### config.mk
export PLATFORM = sky130hd
export DESIGN_NAME = ps2_keyboard_rx
export DESIGN_NICKNAME = d
export VERILOG_FILES = /design/src/source/ps2_line_pkg.sv /design/src/source/key_event_pkg.sv /design/src/source/ps2_line_filter.sv /design/src/source/ps2_frame_receiver.sv /design/src/source/scan_code_fifo.sv /design/src/source/scan_code_decoder.sv /design/src/source/ps2_keyboard_rx.sv
export VERILOG_INCLUDE_DIRS = /design/src /design/src/include
export SDC_FILE = /design/constraint.sdc
export NUM_CORES = 1
export LEC_CHECK = 0
export BUFFER_PORTS_ARGS = -buffer_cell sky130_fd_sc_hd__buf_2
export CORE_MARGIN = 1
export CORE_UTILIZATION = 61
export CTS_CLUSTER_SIZE = 12
export DETAILED_ROUTE_END_ITERATION = 7
export GPL_TIMING_DRIVEN = 0
export PLACE_DENSITY = 0.78
export SLEW_MARGIN = 20
export SYNTH_ARGS = -nofsm -noshare
export SYNTH_HDL_FRONTEND = slang
export SYNTH_SLANG_ARGS = --single-unit
### constraint.sdc
create_clock -name clk -period 4.56 [get_ports clk]
set_clock_uncertainty 0.05 [all_clocks]
set_input_delay 0.912 -clock clk [delete_from_list [all_inputs] [get_ports clk]]
set_output_delay 0.912 -clock clk [all_outputs]
set_load 0.05 [all_outputs]
### src/include/ps2_consts.svh
`ifndef PS2_CONSTS_SVH
`define PS2_CONSTS_SVH

// Flip-flops in each input synchronizer chain
`define PS2_SYNC_STAGES 2

// System clocks a synchronized line must hold still before the filtered level follows
`define PS2_DEBOUNCE_CYCLES 4

// System clocks without a falling edge before a partial frame is thrown away
`define PS2_IDLE_CYCLES 400

// Scan code buffer entries, also the credits the receiver owns after reset
`define SCAN_FIFO_DEPTH 8

// Set-2 prefix bytes
`define PS2_PREFIX_EXT 8'hE0   // Extended key follows
`define PS2_PREFIX_BREAK 8'hF0 // Key released, the code follows

`endif

### src/source/ps2_line_pkg.sv
package ps2_line_pkg;

	// One byte as it comes off the wire, data bits only
	typedef logic [7:0] scan_code_t;

	// Phases of the frame receiver
	// IDLE waits for the first falling edge of a frame
	// SHIFT collects the remaining ten bits
	// DONE holds the full word for one cycle while it is checked
	typedef enum logic [1:0] {
		IDLE,
		SHIFT,
		DONE
	} rx_state_t;

endpackage

### src/source/key_event_pkg.sv
package key_event_pkg;

	// A decoded key transition
	// Field order puts the flags above the code so a flat dump reads naturally
	typedef struct packed {
		logic                     extended; // Code was preceded by E0
		logic                     released; // Code was preceded by F0, key went up
		ps2_line_pkg::scan_code_t code;     // Final non-prefix byte
	} key_event_t;

endpackage

### src/source/ps2_line_filter.sv
`include "ps2_consts.svh"

module ps2_line_filter (
	input  logic clk,
	input  logic rst,
	input  logic ps2_clk,   // Keyboard clock as seen on the pin
	input  logic ps2_data,  // Keyboard data as seen on the pin
	output logic line_data, // Debounced data level
	output logic fall,      // Single-cycle pulse on each falling edge of the debounced clock
	output logic line_idle  // High while the debounced clock rests high
);

	localparam int SYNC_N = `PS2_SYNC_STAGES;
	localparam int DEB_N  = `PS2_DEBOUNCE_CYCLES;
	localparam int CNT_W  = $clog2(DEB_N + 1);

	// Both lines are handled by the same logic, index 0 is clock and index 1 is data
	logic [1:0]             raw;
	logic [1:0][SYNC_N-1:0] sync_q;     // Synchronizer chains, MSB is the settled end
	logic [1:0][CNT_W-1:0]  stable_cnt; // Cycles the synchronized level has differed
	logic [1:0]             filt_q;     // Filtered levels
	logic                   clk_prev_q; // Filtered clock one cycle back

	assign raw = {ps2_data, ps2_clk};

	always_ff @(posedge clk) begin
		if (rst) begin
			sync_q     <= '1; // Open-collector lines float high when nobody drives them
			stable_cnt <= '0;
			filt_q     <= '1;
			clk_prev_q <= 1'b1;
		end else begin
			for (int i = 0; i < 2; i++) begin
				sync_q[i] <= {sync_q[i][SYNC_N-2:0], raw[i]};

				// The filtered level moves only after DEB_N cycles of disagreement in a row
				if (sync_q[i][SYNC_N-1] == filt_q[i]) begin
					stable_cnt[i] <= '0; // Glitch ended or nothing changed
				end else if (stable_cnt[i] == CNT_W'(DEB_N - 1)) begin
					filt_q[i]     <= sync_q[i][SYNC_N-1];
					stable_cnt[i] <= '0;
				end else begin
					stable_cnt[i] <= stable_cnt[i] + 1'b1;
				end
			end
			clk_prev_q <= filt_q[0];
		end
	end

	// High in the first cycle the filtered clock reads low
	assign fall      = clk_prev_q & ~filt_q[0];
	assign line_data = filt_q[1];
	assign line_idle = filt_q[0];

endmodule

### src/source/ps2_frame_receiver.sv
`include "ps2_consts.svh"

module ps2_frame_receiver (
	input  logic                     clk,
	input  logic                     rst,
	input  logic                     line_data,     // Debounced data, valid while fall is high
	input  logic                     fall,          // Sample strobe from the line filter
	input  logic                     credit_return, // One credit back per buffer entry removed
	output logic                     push,          // Good frame with credit available
	output ps2_line_pkg::scan_code_t push_code,
	output logic                     frame_error,   // Start, parity or stop was wrong
	output logic                     overrun        // Good frame but the buffer had no room
);
	import ps2_line_pkg::*;

	localparam int IDLE_W   = $clog2(`PS2_IDLE_CYCLES);
	localparam int CREDIT_W = $clog2(`SCAN_FIFO_DEPTH + 1);

	rx_state_t           state_q;
	logic [10:0]         word_q;   // Bit 0 ends up holding start, bit 10 holds stop
	logic [3:0]          bit_cnt;  // Bits taken in so far
	logic [IDLE_W-1:0]   idle_cnt; // Cycles since the last fall while in SHIFT
	logic [CREDIT_W-1:0] credit_q; // Free entries in the buffer as the receiver sees them
	logic                frame_ok;
	logic                has_credit;

	// Bits arrive LSB first so each new bit enters at the top and moves down
	always_ff @(posedge clk) begin
		if (fall && state_q != DONE) begin
			word_q <= {line_data, word_q[10:1]};
		end
	end

	always_ff @(posedge clk) begin
		if (rst) begin
			state_q  <= IDLE;
			bit_cnt  <= '0;
			idle_cnt <= '0;
		end else begin
			case (state_q)
				IDLE: begin
					idle_cnt <= '0;
					if (fall) begin // First edge of a frame carries the start bit
						bit_cnt <= 4'd1;
						state_q <= SHIFT;
					end
				end
				SHIFT: begin
					if (fall) begin
						idle_cnt <= '0;
						bit_cnt  <= bit_cnt + 1'b1;
						if (bit_cnt == 4'd10) state_q <= DONE; // This edge sampled the stop bit
					end else if (idle_cnt == IDLE_W'(`PS2_IDLE_CYCLES - 1)) begin
						// Keyboard went quiet mid-frame, drop what we have without a report
						bit_cnt  <= '0;
						idle_cnt <= '0;
						state_q  <= IDLE;
					end else begin
						idle_cnt <= idle_cnt + 1'b1;
					end
				end
				DONE: begin
					bit_cnt <= '0; // Word was judged this cycle
					state_q <= IDLE;
				end
				default: state_q <= IDLE;
			endcase
		end
	end

	// Start low, stop high, and an odd number of ones over data plus parity
	assign frame_ok   = ~word_q[0] & word_q[10] & (^word_q[9:1]);
	assign has_credit = credit_q != '0;

	assign push        = (state_q == DONE) && frame_ok && has_credit;
	assign overrun     = (state_q == DONE) && frame_ok && !has_credit;
	assign frame_error = (state_q == DONE) && !frame_ok;
	assign push_code   = word_q[8:1];

	// A push spends a credit, a return gives one back, both together cancel
	always_ff @(posedge clk) begin
		if (rst) begin
			credit_q <= CREDIT_W'(`SCAN_FIFO_DEPTH);
		end else begin
			case ({push, credit_return})
				2'b10:   credit_q <= credit_q - 1'b1;
				2'b01:   credit_q <= credit_q + 1'b1;
				default: credit_q <= credit_q;
			endcase
		end
	end

endmodule

### src/source/scan_code_fifo.sv
`include "ps2_consts.svh"

module scan_code_fifo (
	input  logic                     clk,
	input  logic                     rst,
	input  logic                     push,          // Never raised while full, credits see to that
	input  ps2_line_pkg::scan_code_t push_code,
	input  logic                     pop,
	output logic                     head_valid,
	output ps2_line_pkg::scan_code_t head_code,
	output logic                     credit_return  // One pulse per entry taken out
);
	import ps2_line_pkg::*;

	localparam int DEPTH = `SCAN_FIFO_DEPTH;
	localparam int PTR_W = $clog2(DEPTH);
	localparam int CNT_W = $clog2(DEPTH + 1);

	scan_code_t       mem [DEPTH];
	logic [PTR_W-1:0] wr_ptr;
	logic [PTR_W-1:0] rd_ptr;
	logic [CNT_W-1:0] count; // Entries currently held
	logic             do_pop;

	// Wraps explicitly so a depth that is not a power of two still works
	function automatic logic [PTR_W-1:0] ptr_inc(input logic [PTR_W-1:0] p);
		return (p == PTR_W'(DEPTH - 1)) ? '0 : p + 1'b1;
	endfunction

	assign do_pop = pop & head_valid; // A pop on an empty buffer is ignored

	always_ff @(posedge clk) begin
		if (push) mem[wr_ptr] <= push_code;
	end

	always_ff @(posedge clk) begin
		if (rst) begin
			wr_ptr <= '0;
			rd_ptr <= '0;
			count  <= '0;
		end else begin
			if (push) wr_ptr <= ptr_inc(wr_ptr);
			if (do_pop) rd_ptr <= ptr_inc(rd_ptr);
			case ({push, do_pop})
				2'b10:   count <= count + 1'b1;
				2'b01:   count <= count - 1'b1;
				default: count <= count;
			endcase
		end
	end

	// Head is read straight out of the array, so a push shows up one cycle later
	assign head_valid    = count != '0;
	assign head_code     = mem[rd_ptr];
	assign credit_return = do_pop;

endmodule

### src/source/scan_code_decoder.sv
`include "ps2_consts.svh"

module scan_code_decoder (
	input  logic                      clk,
	input  logic                      rst,
	input  logic                      head_valid,
	input  ps2_line_pkg::scan_code_t  head_code,
	input  logic                      event_ready,
	output logic                      pop,
	output logic                      event_valid,
	output key_event_pkg::key_event_t key_event
);

	logic ext_q;     // E0 seen since the last event
	logic brk_q;     // F0 seen since the last event
	logic is_ext;
	logic is_brk;
	logic slot_free; // Event register can take a new value at the next edge
	logic load;      // Final byte of a sequence is being popped

	assign is_ext    = head_code == `PS2_PREFIX_EXT;
	assign is_brk    = head_code == `PS2_PREFIX_BREAK;
	assign slot_free = !event_valid || event_ready;

	// Prefixes wait too, that keeps the byte order simple
	assign pop  = head_valid && slot_free;
	assign load = pop && !is_ext && !is_brk;

	always_ff @(posedge clk) begin
		if (rst) begin
			event_valid <= 1'b0;
			ext_q       <= 1'b0;
			brk_q       <= 1'b0;
		end else begin
			if (event_valid && event_ready) event_valid <= 1'b0; // Transfer happened
			if (pop) begin
				if (is_ext) begin
					ext_q <= 1'b1;
				end else if (is_brk) begin
					brk_q <= 1'b1;
				end else begin
					event_valid <= 1'b1; // Overrides the clear above on back-to-back events
					ext_q       <= 1'b0;
					brk_q       <= 1'b0;
				end
			end
		end
	end

	// Event payload holds still until the consumer takes it
	always_ff @(posedge clk) begin
		if (load) begin
			key_event <= '{extended: ext_q, released: brk_q, code: head_code};
		end
	end

endmodule

### src/source/ps2_keyboard_rx.sv
module ps2_keyboard_rx (
	input  logic                     clk,
	input  logic                     rst,
	input  logic                     ps2_clk,
	input  logic                     ps2_data,
	input  logic                     event_ready,
	output logic                     event_valid,
	output ps2_line_pkg::scan_code_t event_code,
	output logic                     event_release,
	output logic                     event_extended,
	output logic                     frame_error,
	output logic                     overrun
);
	import ps2_line_pkg::*;
	import key_event_pkg::*;

	logic       line_data;
	logic       fall;
	logic       push;
	scan_code_t push_code;
	logic       credit_return;
	logic       head_valid;
	scan_code_t head_code;
	logic       pop;
	key_event_t key_event;

	// Bus idle level has no user on this receive-only path
	ps2_line_filter u_filter (
		.clk       (clk),
		.rst       (rst),
		.ps2_clk   (ps2_clk),
		.ps2_data  (ps2_data),
		.line_data (line_data),
		.fall      (fall),
		.line_idle ()
	);

	ps2_frame_receiver u_receiver (
		.clk           (clk),
		.rst           (rst),
		.line_data     (line_data),
		.fall          (fall),
		.credit_return (credit_return),
		.push          (push),
		.push_code     (push_code),
		.frame_error   (frame_error),
		.overrun       (overrun)
	);

	scan_code_fifo u_fifo (
		.clk           (clk),
		.rst           (rst),
		.push          (push),
		.push_code     (push_code),
		.pop           (pop),
		.head_valid    (head_valid),
		.head_code     (head_code),
		.credit_return (credit_return)
	);

	scan_code_decoder u_decoder (
		.clk         (clk),
		.rst         (rst),
		.head_valid  (head_valid),
		.head_code   (head_code),
		.event_ready (event_ready),
		.pop         (pop),
		.event_valid (event_valid),
		.key_event   (key_event)
	);

	// Flat ports for the outside world
	assign event_code     = key_event.code;
	assign event_release  = key_event.released;
	assign event_extended = key_event.extended;

endmodule

# Yosys cells after proc, flatten, opt, wreduce, memory -nomap -nowiden
# Memory sizes are Yosys's and may differ from the RTL's. A register that Yosys moved wholly into a read port is not among the register bits.
# Index checks and enable logic that the tools add are counted.
[totals]
ff_bits = 66
latchBits = 0
ram_bits = 64
romBits = 0
out_inout_bits = 13
word_cells = 117
memories = 1
[op_classes]
n_addsub = 10
multipliers = 0
div = 0
order_cmp = 0
eq_ne = 19
shifts = 0
mux = 27
bitwise_logic = 9
reduce_logical = 30
[memory_table]
columns = ["memory", "depth", "word_bits", "rd", "rd_clocked_by_memory_dff", "wr", "line", "source"]
rows = [
  ["u_fifo.mem", 8, 8, 1, 1, 1, "scan_code_fifo.sv:19", "scan_code_t mem [DEPTH];"],
]
[ops]
columns = ["cell", "count"]
rows = [
  ["$mux 9", 2],
  ["$pmux 9 s2", 1],
  ["$eq 8x8->1 const B", 2],
  ["$pmux 4 s2", 2],
  ["$add 3x1->3 const B", 4],
  ["$add 4x1->4 const B", 3],
  ["$mux 3", 4],
  ["$mux 4", 3],
  ["$pmux 4 s3", 1],
  ["$add 9x1->9 const B", 1],
  ["$eq 9x9->1 const B", 1],
  ["$logic_and 1x1->1", 9],
  ["$mux 1", 9],
  ["$reduce_xor 9->1", 1],
  ["$mux 2", 4],
  ["$reduce_and 2->1", 4],
  ["$reduce_bool 4->1", 2],
  ["$sub 4x1->4 const B", 2],
  ["$eq 3x2->1 const B", 2],
  ["$eq 3x3->1 const B", 2],
  ["$reduce_and 3->1", 2],
  ["$reduce_or 3->1", 2],
  ["$logic_not 1->1", 5],
  ["$not 1->1", 5],
  ["other kinds (14)", 22],
]

# Logic depth before layout (Yosys ltp)
# Gate-level depths: netlist of the first run.
[logic_depth]
ltp_word = 7
mapped_depth = 14
ltp_nobuf = 13

# Hierarchy
# From an unflattened synthesis of the first run, not the netlist that was laid out.
[unflattened]
hier_cells = 400
hier_area_um2 = 5690.5
[by_module_without_submodules]
columns = ["mod", "n_inst", "cells_per_inst", "area_per_inst_um2", "seq_area_each_um2"]
rows = [
  ["scan_code_fifo", 1, 169, 3131.8, 2182.1],
  ["ps2_frame_receiver", 1, 167, 1646.6, 710.7],
  ["ps2_line_filter", 1, 38, 467.9, 260.2],
  ["scan_code_decoder", 1, 26, 444.2, 360.3],
]

# Worst setup path before layout of the first run
# OpenSTA, ideal clock, no wires.
[synth_path]
path_type = "flip-flop to flip-flop"
from = "register u_receiver.word_q[3]"
to = "register u_receiver.credit_q[3]"
setup_time_ns = 0.117
arrival_time_ns = 3.353
required_time_ns = 4.393
setup_slack_ns = 1.040
path_stages_with_launch = 12
n_path_buf = 1
cell_sequence = "edfxtp_1 xor2_1 xnor3_1 mux2i_1 ha_1 clkbuf_1 inv_1 ha_1 a31o_1 a2111oi_0 xnor2_1 nand2b_1"
[synth_via]
elab_chain_cells = 6
elab_cells_between_ends = 8
classes_between = "2 x eq/ne; 1 x mux; 1 x bitwise; 4 x reduce/logical"
[synth_lines]
columns = ["item", "line", "source"]
rows = [
  ["from (decl)", "ps2_frame_receiver.sv:20", "logic [10:0] word_q;"],
  ["from (signal assigned)", "ps2_frame_receiver.sv:30", "word_q <= {line_data, word_q[10:1]};"],
  ["$reduce_xor 9->1 (*)", "ps2_frame_receiver.sv:72", "assign frame_ok = ~word_q[0] & word_q[10] & (^word_q[9:1]);"],
  ["$and 1x1->1 (*)", "ps2_frame_receiver.sv:72", ""],
  ["$logic_and 1x1->1 (*) (2 in a row)", "ps2_frame_receiver.sv:75", "assign push = (state_q == DONE) && frame_ok && has_credit;"],
  ["$eq 2x1->1 / $eq 2x2->1 (equally long branches)", "ps2_frame_receiver.sv:85", "case ({push, credit_return})"],
  ["$pmux 4 s2 / $reduce_bool 2->1 (equally long branches)", "n/a", ""],
  ["to (signal assigned)", "ps2_frame_receiver.sv:86", "2'b10: credit_q <= credit_q - 1'b1;"],
  ["to (signal assigned)", "ps2_frame_receiver.sv:87", "2'b01: credit_q <= credit_q + 1'b1;"],
  ["to (signal assigned)", "ps2_frame_receiver.sv:88", "default: credit_q <= credit_q;"],
  ["to (decl)", "ps2_frame_receiver.sv:23", "logic [CREDIT_W-1:0] credit_q;"],
]
# Mark *: on every way between the ends. The rest lies on a longest branch, timed or not.
# A chain may end at the register's enable or synchronous reset.

# Final worst setup path of the first run
[layout_path]
from = "register u_receiver.word_q[7]"
to = "register u_receiver.credit_q[3]"
# The elaborated chain is that of the path after synthesis.

==> results.sh, run 1 <==
export IMPL_status="completed"
export IMPL_yosysUniqueCellTypes=53
export IMPL_synth_compound_area_share_pct=5.25
export IMPL_seq_area_frac_synth_pct=63.8
export IMPL_syn_area_mm2=0.00551
export IMPL_clk_latency_ns=0.52
export IMPL_finalSetupViolCount=0
export IMPL_track_usage_pct=21.9
export IMPL_die_w_um=97.0
export IMPL_vias_per_cell=5.73
export IMPL_synthesis_nets=398
export IMPL_io_pins=18
export IMPL_overflow=0
export IMPL_grt_start_max_net_pins=17
export IMPL_cts_setup_buffers=0
export IMPL_hp_class="reg2reg"
export IMPL_async_flop_share_pct=0
export IMPL_finalCritPeriodShare_pct=87.6
export IMPL_synth_edf_count=85
export IMPL_worstMarginPinSlew_ns=0.933
export IMPL_antenna_found_initial=0
export IMPL_diodes=0
export IMPL_drtIter0Drc=130
export IMPL_synth_area_leaders="edfxtp_1, dfxtp_1, ha_1"
export IMPL_cts_root_buf="clkbuf_8"
export IMPL_critPathMaxFanout=10
export IMPL_cts_sinks=133
export IMPL_yosys_warnings=0
export IMPL_synth_adder_area_share_pct=4.32
export IMPL_cts_buffers_inserted=17
export IMPL_synth_most_common_cell="edfxtp_1"
export IMPL_vias=3045
export IMPL_crit_path_start="u_receiver.word_q[7]"
export IMPL_critical_path_class="reg2reg"
export IMPL_ys_seq_elements=133
export IMPL_synthSimpleGateAreaFrac_pct=10.3
export IMPL_dp_cells=500
export IMPL_drc=0
export IMPL_worstPathRequired_ns=4.92
export IMPL_final_util_pct=72.7
export IMPL_wl_per_cell_um=17.5
export IMPL_final_cells=531
export IMPL_rrSetupSlack_ns=0.57
export IMPL_initial_core_util_pct=63.1
export IMPL_slowest_stage="mux2i_1"
export IMPL_wl_mm=9.30
export IMPL_final_setup_tns_ns=0
export IMPL_cts_resized=0
export IMPL_synth_top_cell_by_area="edfxtp_1"
export IMPL_gp_congestion=0.805
export IMPL_worstSetupStartpointType="flip-flop"
export IMPL_postCtsHoldBufs=0
export IMPL_netlist_instances=374
export IMPL_clk_pin_slew_worst_paths_ns=0.06
export IMPL_vdd_ir_drop_max_uv=259
export IMPL_fin_nets=435
export IMPL_r2r_start="u_receiver.word_q[7]"
export IMPL_rsz0062_at_grt="no"
export IMPL_row_count=34
export IMPL_yosysTopAreaCellShare_pct=46.4
export IMPL_ant_nets=0
export IMPL_dieArea_mm2=0.00941
export IMPL_ctsLongestPathBuffers=2
export IMPL_crit_chain="xnor2_1 > xnor3_1 > mux2i_1 > ha_1 > clkbuf_1 > inv_1 > ha_1 > a31o_1 > a2111oi_0 > xnor2_1 > nand2b_1"
export IMPL_cpPeakStageDelay_ns=0.58
export IMPL_place_hpwl_mm=5.86
export IMPL_h_tree_depth=4
export IMPL_synth_top_family_by_area="simple AND/OR/NAND/NOR gates"
export IMPL_p_leak_nw=2.27
export IMPL_first_pass_iters=4
export IMPL_cts_tree="done"
export IMPL_fmax_mhz=250
export IMPL_areaGrowthSynthToFinish_pct=15.2
export IMPL_p_per_area_mw_per_mm2=595
export IMPL_holdCritStartpoint="u_filter.sync_q[2]"
export IMPL_grt_pass1_wl_mm=15.3
export IMPL_synth_xor_area_share_pct=4.00
export IMPL_dieHeight_um=97.0
export IMPL_port_buffer_count=17
export IMPL_grt_pass1_vias=3133
export IMPL_fin_crit_ns=3.99
export IMPL_drive_gt1_share_pct=19.4
export IMPL_core_area_mm2=0.00872
export IMPL_maxSlewHeadroom_pct=37.5
export IMPL_cap_violations=0
export IMPL_final_hold_viol_count=0
export IMPL_report_final_slew_viol_count=0
export IMPL_worstSetupEndpointType="flip-flop"
export IMPL_synthFlopType="edfxtp_1"
export IMPL_synth_avg_cell_area_um2=14.7
export IMPL_arrival_ns=4.36
export IMPL_yosys_top_cells_count="edfxtp_1, dfxtp_1, nor2_1"
export IMPL_synth_mux_area_share_pct=9.95
-- critical path, delay by kind of cell (launching register included) --
kind | cells | cell delay (ns)
AND/OR/NAND/NOR | 1 | 0.06
buffers and inverters | 2 | 0.43
XOR/XNOR | 3 | 0.91
AO/OA/AOI/OAI | 2 | 0.72
flip-flops | 1 | 0.52
multiplexers | 1 | 0.58
adder cells (fa/ha/maj) | 2 | 0.61
-- layer usage --
metal / global-route usage (%) / wire, um / vias up
li1: - / - / 1478
met1: 26.8 / 4070 / 1474
met2: 35.8 / 4660 / 80
met3: 6.14 / 468 / 13
met4: 10.8 / 106 / 0
met5: 0 / 0 / -
-- worst paths after layout --
check	to	depth (start not counted)
setup / recovery	u_receiver.credit_q[3]	11
hold / removal	u_filter.sync_q[3]	1
setup reg to reg	u_receiver.credit_q[3]	11
hold reg to reg	u_filter.sync_q[3]	1
-- sequential cells by signal, indices dropped and copies added (netlist names), named ones only --
| name | flops |
|---|---|
| u_receiver.state_q | 2 |
| u_receiver.word_q | 11 |
| u_decoder.key_event | 10 |
| u_decoder.ext_q | 1 |
| u_fifo.mem | 64 |
| u_fifo.wr_ptr | 3 |
| u_receiver.bit_cnt | 4 |
| u_filter.stable_cnt | 6 |
| u_receiver.idle_cnt | 9 |
| u_receiver.credit_q | 4 |
| u_decoder.event_valid | 1 |
| u_filter.clk_prev_q | 1 |
| u_filter.sync_q | 4 |
| u_fifo.count | 4 |
| u_decoder.brk_q | 1 |
| u_filter.filt_q | 2 |
| u_fifo.rd_ptr | 3 |
-- cell usage in the layout, fill, tap and decap left out, types with 10 or more instances in the layout --
cell / n
edfxtp_1: 85
xor2_1: 10
nand2_1: 10
buf_2: 17
dfxtp_1: 48
clkbuf_16: 16
inv_1: 10
xnor2_1: 10
a21oi_1: 20
ha_1: 19
nor2_1: 37
-- cell families (layout without fill, tap and decap cells) --
| kind of cell | Yosys count | count (layout) |
|---|---|---|
| compound gates | 44 | 44 |
| mux | 30 | 30 |
| flops | 133 | 133 |
| fa+ha+maj | 19 | 19 |
| xor+xnor | 22 | 22 |
| buf+inv | 22 | 71 |
| simple gates | 104 | 104 |
-- area by class of cell --
| type | instances | area [um2] |
|---|---|---|
| Sequential cell | 133 | 3510 |
| Inverter | 12 | 45.0 |
| Buffer | 10 | 85.1 |
| Tap cell | 108 | 135 |
| Clock inverter | 13 | 181 |
| Clock buffer | 18 | 418 |
| Fill cell | 541 | 2380 |
| Timing Repair Buffer | 18 | 92.6 |
| Multi-Input combinational cell | 219 | 1870 |
-- through the flow --
step	hold WS, ns	worst slack, ns	power (W)	cell area (um2)
6_report	0.364	0.565	0.00377	6340
5_1_grt	0.375	0.253	0.00393	6340
4_1_cts	0.368	0.529	0.00379	6340
3_5_place_dp	0.353	0.594	0.00241	5740
3_3_place_gp	0.341	0.630	0.00240	5730
2_1_floorplan	0.339	1.04	0.00225	5510
-- power by group --
part	total (W)	internal, W	switching (W)
clock	0.00137	0.000883	0.000491
sequential	0.00146	0.00140	0.0000617
combinational	0.000937	0.000377	0.000560
total	0.00377	0.00266	0.00111
Power figures use the tool's default switching activity.
==> run 2: changes to the inputs <==
--- a/config.mk
+++ b/config.mk
@@ -16,4 +16,5 @@
 export SLEW_MARGIN = 20
 export SYNTH_ARGS = -nofsm -noshare
 export SYNTH_HDL_FRONTEND = slang
+export SYNTH_HIERARCHICAL = 1
 export SYNTH_SLANG_ARGS = --single-unit
==> results.sh, run 2 <==
export IMPL_seq_area_frac_synth_pct=61.7
export IMPL_place_hpwl_mm=6.30
export IMPL_worstPathRequired_ns=4.91
export IMPL_gp_congestion=0.784
export IMPL_synth_area_leaders="edfxtp_1, dfxtp_1, mux4_1"
export IMPL_vias_per_cell=5.92
export IMPL_route_met3_wl_um=434
export IMPL_overflow=0
export IMPL_cpPeakStageDelay_ns=0.45
export IMPL_finalCritPeriodShare_pct=77.0
export IMPL_cts_setup_buffers=0
export IMPL_wl_mm=9.95
export IMPL_reg_top3="u_fifo/mem: 64 flops, u_receiver/word_q: 11 flops, u_decoder/key_event: 10 flops"
export IMPL_diodes=0
export IMPL_arrival_ns=3.86
export IMPL_path_buf_inv=1
export IMPL_maxSlewHeadroom_pct=38.2
export IMPL_status="completed"
export IMPL_h_tree_depth=4
export IMPL_synth_most_common_cell="edfxtp_1"
export IMPL_cts_sinks=133
export IMPL_cts_buffers_inserted=17
export IMPL_fin_nets=463
export IMPL_critPathTopFamily="simple AND/OR/NAND/NOR gates"
export IMPL_holdCritStartpoint="u_filter/sync_q[0]"
export IMPL_yosys_warnings=6
export IMPL_ctsLongestPathBuffers=2
export IMPL_cts_resized=0
export IMPL_vdd_ir_drop_max_uv=255
export IMPL_ys_seq_elements=133
export IMPL_synth_top_cell_by_area="edfxtp_1"
export IMPL_areaGrowthSynthToFinish_pct=14.1
export IMPL_ant_nets=0
export IMPL_vias=3295
export IMPL_grt_pass1_vias=3224
export IMPL_final_hold_viol_count=0
export IMPL_first_pass_iters=6
export IMPL_crit_path_start="u_receiver/word_q[2]"
export IMPL_design_area_mm2=0.00649
export IMPL_fin_ws_ns=1.05
export IMPL_r2r_start="u_receiver/word_q[2]"
export IMPL_dieArea_mm2=0.00972
export IMPL_worstMarginPinSlew_ns=0.923
export IMPL_top_layer_used="met4"
export IMPL_cts_root_buf="clkbuf_8"
export IMPL_initial_core_util_pct=64.0
export IMPL_dieHeight_um=98.6
export IMPL_syn_area_mm2=0.00569
export IMPL_worstSetupStartpointType="flip-flop"
export IMPL_critical_path_class="reg2reg"
export IMPL_yosysTopAreaCellShare_pct=44.9
export IMPL_worstSetupEndpointType="flip-flop"
export IMPL_yosysUniqueCellTypes=61
export IMPL_die_w_um=98.6
export IMPL_drc=0
export IMPL_postCtsHoldBufs=0
export IMPL_row_count=34
export IMPL_cap_violations=0
export IMPL_port_buffer_count=17
export IMPL_fin_crit_ns=3.51
export IMPL_fmax_mhz=285
export IMPL_wl_per_cell_um=17.9
export IMPL_async_flop_share_pct=0
export IMPL_dr_wl_met2_mm=4.97
export IMPL_drive_gt1_share_pct=18.9
export IMPL_most_common_layout_cells="edfxtp_1, dfxtp_1, nor2_1"
export IMPL_hp_class="reg2reg"
export IMPL_dpl_cell_area_mm2=0.00592
export IMPL_grt_pass1_wl_mm=15.9
export IMPL_yosys_top_cells_count="edfxtp_1, dfxtp_1, nor2_1"
export IMPL_power_w=0.00263
export IMPL_synthFlopType="edfxtp_1"
export IMPL_core_area_mm2=0.00889
export IMPL_grt_start_max_net_pins=17
export IMPL_finalSetupViolCount=0
export IMPL_slowest_stage="or3b_2"
export IMPL_p_per_area_mw_per_mm2=405
export IMPL_final_setup_tns_ns=0
export IMPL_report_final_slew_viol_count=0
export IMPL_track_usage_pct=22.4
export IMPL_pre_cts_ws_ns=1.05
export IMPL_p_leak_nw=2.33
export IMPL_critPathMaxFanout=3
export IMPL_drtIter0Drc=89
export IMPL_rsz0062_at_grt="no"
export IMPL_top_register="u_fifo/mem"
export IMPL_clk_latency_ns=0.52
export IMPL_cts_tree="done"
export IMPL_synth_avg_cell_area_um2=14.2
export IMPL_wl_met1_mm=4.32
export IMPL_final_util_pct=73.0
export IMPL_antenna_found_initial=0
export IMPL_synth_edf_count=85
export IMPL_io_pins=18
export IMPL_worst_path_most_repeated_cell="ha_1"
export IMPL_final_common_cell="edfxtp_1"
export IMPL_largest_reg_flops=64
export IMPL_crit_chain="xnor3_1 > or3b_1 > mux2i_1 > nand3_1 > ha_1 > inv_1 > ha_1 > a21o_1 > a21oi_1 > xnor2_1 > o21ai_0 > or3b_2"
export IMPL_synthesis_nets=427
export IMPL_netlist_instances=400
export IMPL_clk_pin_slew_worst_paths_ns=0.06
## run 2: final timing paths
kind,end,slack (ns),depth (start not counted)
hold reg to reg,u_filter/sync_q[1],0.36,1
setup reg to reg,u_receiver/credit_q[3],1.05,12
hold / removal,u_filter/sync_q[1],0.36,1
setup / recovery,u_receiver/credit_q[3],1.05,12
## run 2: per-stage QoR
stage,hold WS (ns),instances
after CTS,0.364,557
final,0.360,557
after global routing,0.386,557
after floorplan,0.333,400
after global placement,0.339,525
after detailed placement,0.349,525
## run 2: worst reg2reg max path, cell delays in order, from the launching register on
cell	delay, ns
edfxtp_1	0.43
xnor3_1	0.40
or3b_1	0.37
mux2i_1	0.33
nand3_1	0.17
ha_1	0.26
inv_1	0.12
ha_1	0.24
a21o_1	0.18
a21oi_1	0.17
xnor2_1	0.09
o21ai_0	0.14
or3b_2	0.45
## run 2: cells by family after synthesis
family,synth area share (%)
flops,61.7
simple gates,11.2
compound gates,6.29
buf+inv,3.30
mux,10.0
fa+ha+maj,4.97
xor+xnor,2.48
## run 2: cell type report
cell class | instances | area (um2)
Clock buffer | 18 | 418
Sequential cell | 133 | 3510
Buffer | 20 | 135
Fill cell | 545 | 2400
Multi-Input combinational cell | 233 | 2000
Tap cell | 108 | 135
Timing Repair Buffer | 17 | 85.1
Clock inverter | 14 | 153
Inverter | 14 | 52.6
## run 2: metal layers
layer | vias to the layer above | track usage, %
met3 | 20 | 6.95
li1 | 1589 | -
met5 | - | 0
met2 | 97 | 37.4
met4 | 0 | 10.3
met1 | 1589 | 26.9
## run 2: power breakdown
| part | internal [W] | total, W | switching (W) |
|---|---|---|---|
| clock | 0.000783 | 0.00130 | 0.000518 |
| combinational | 0.0000187 | 0.0000536 | 0.0000349 |
| sequential | 0.00127 | 0.00128 | 0.00000439 |
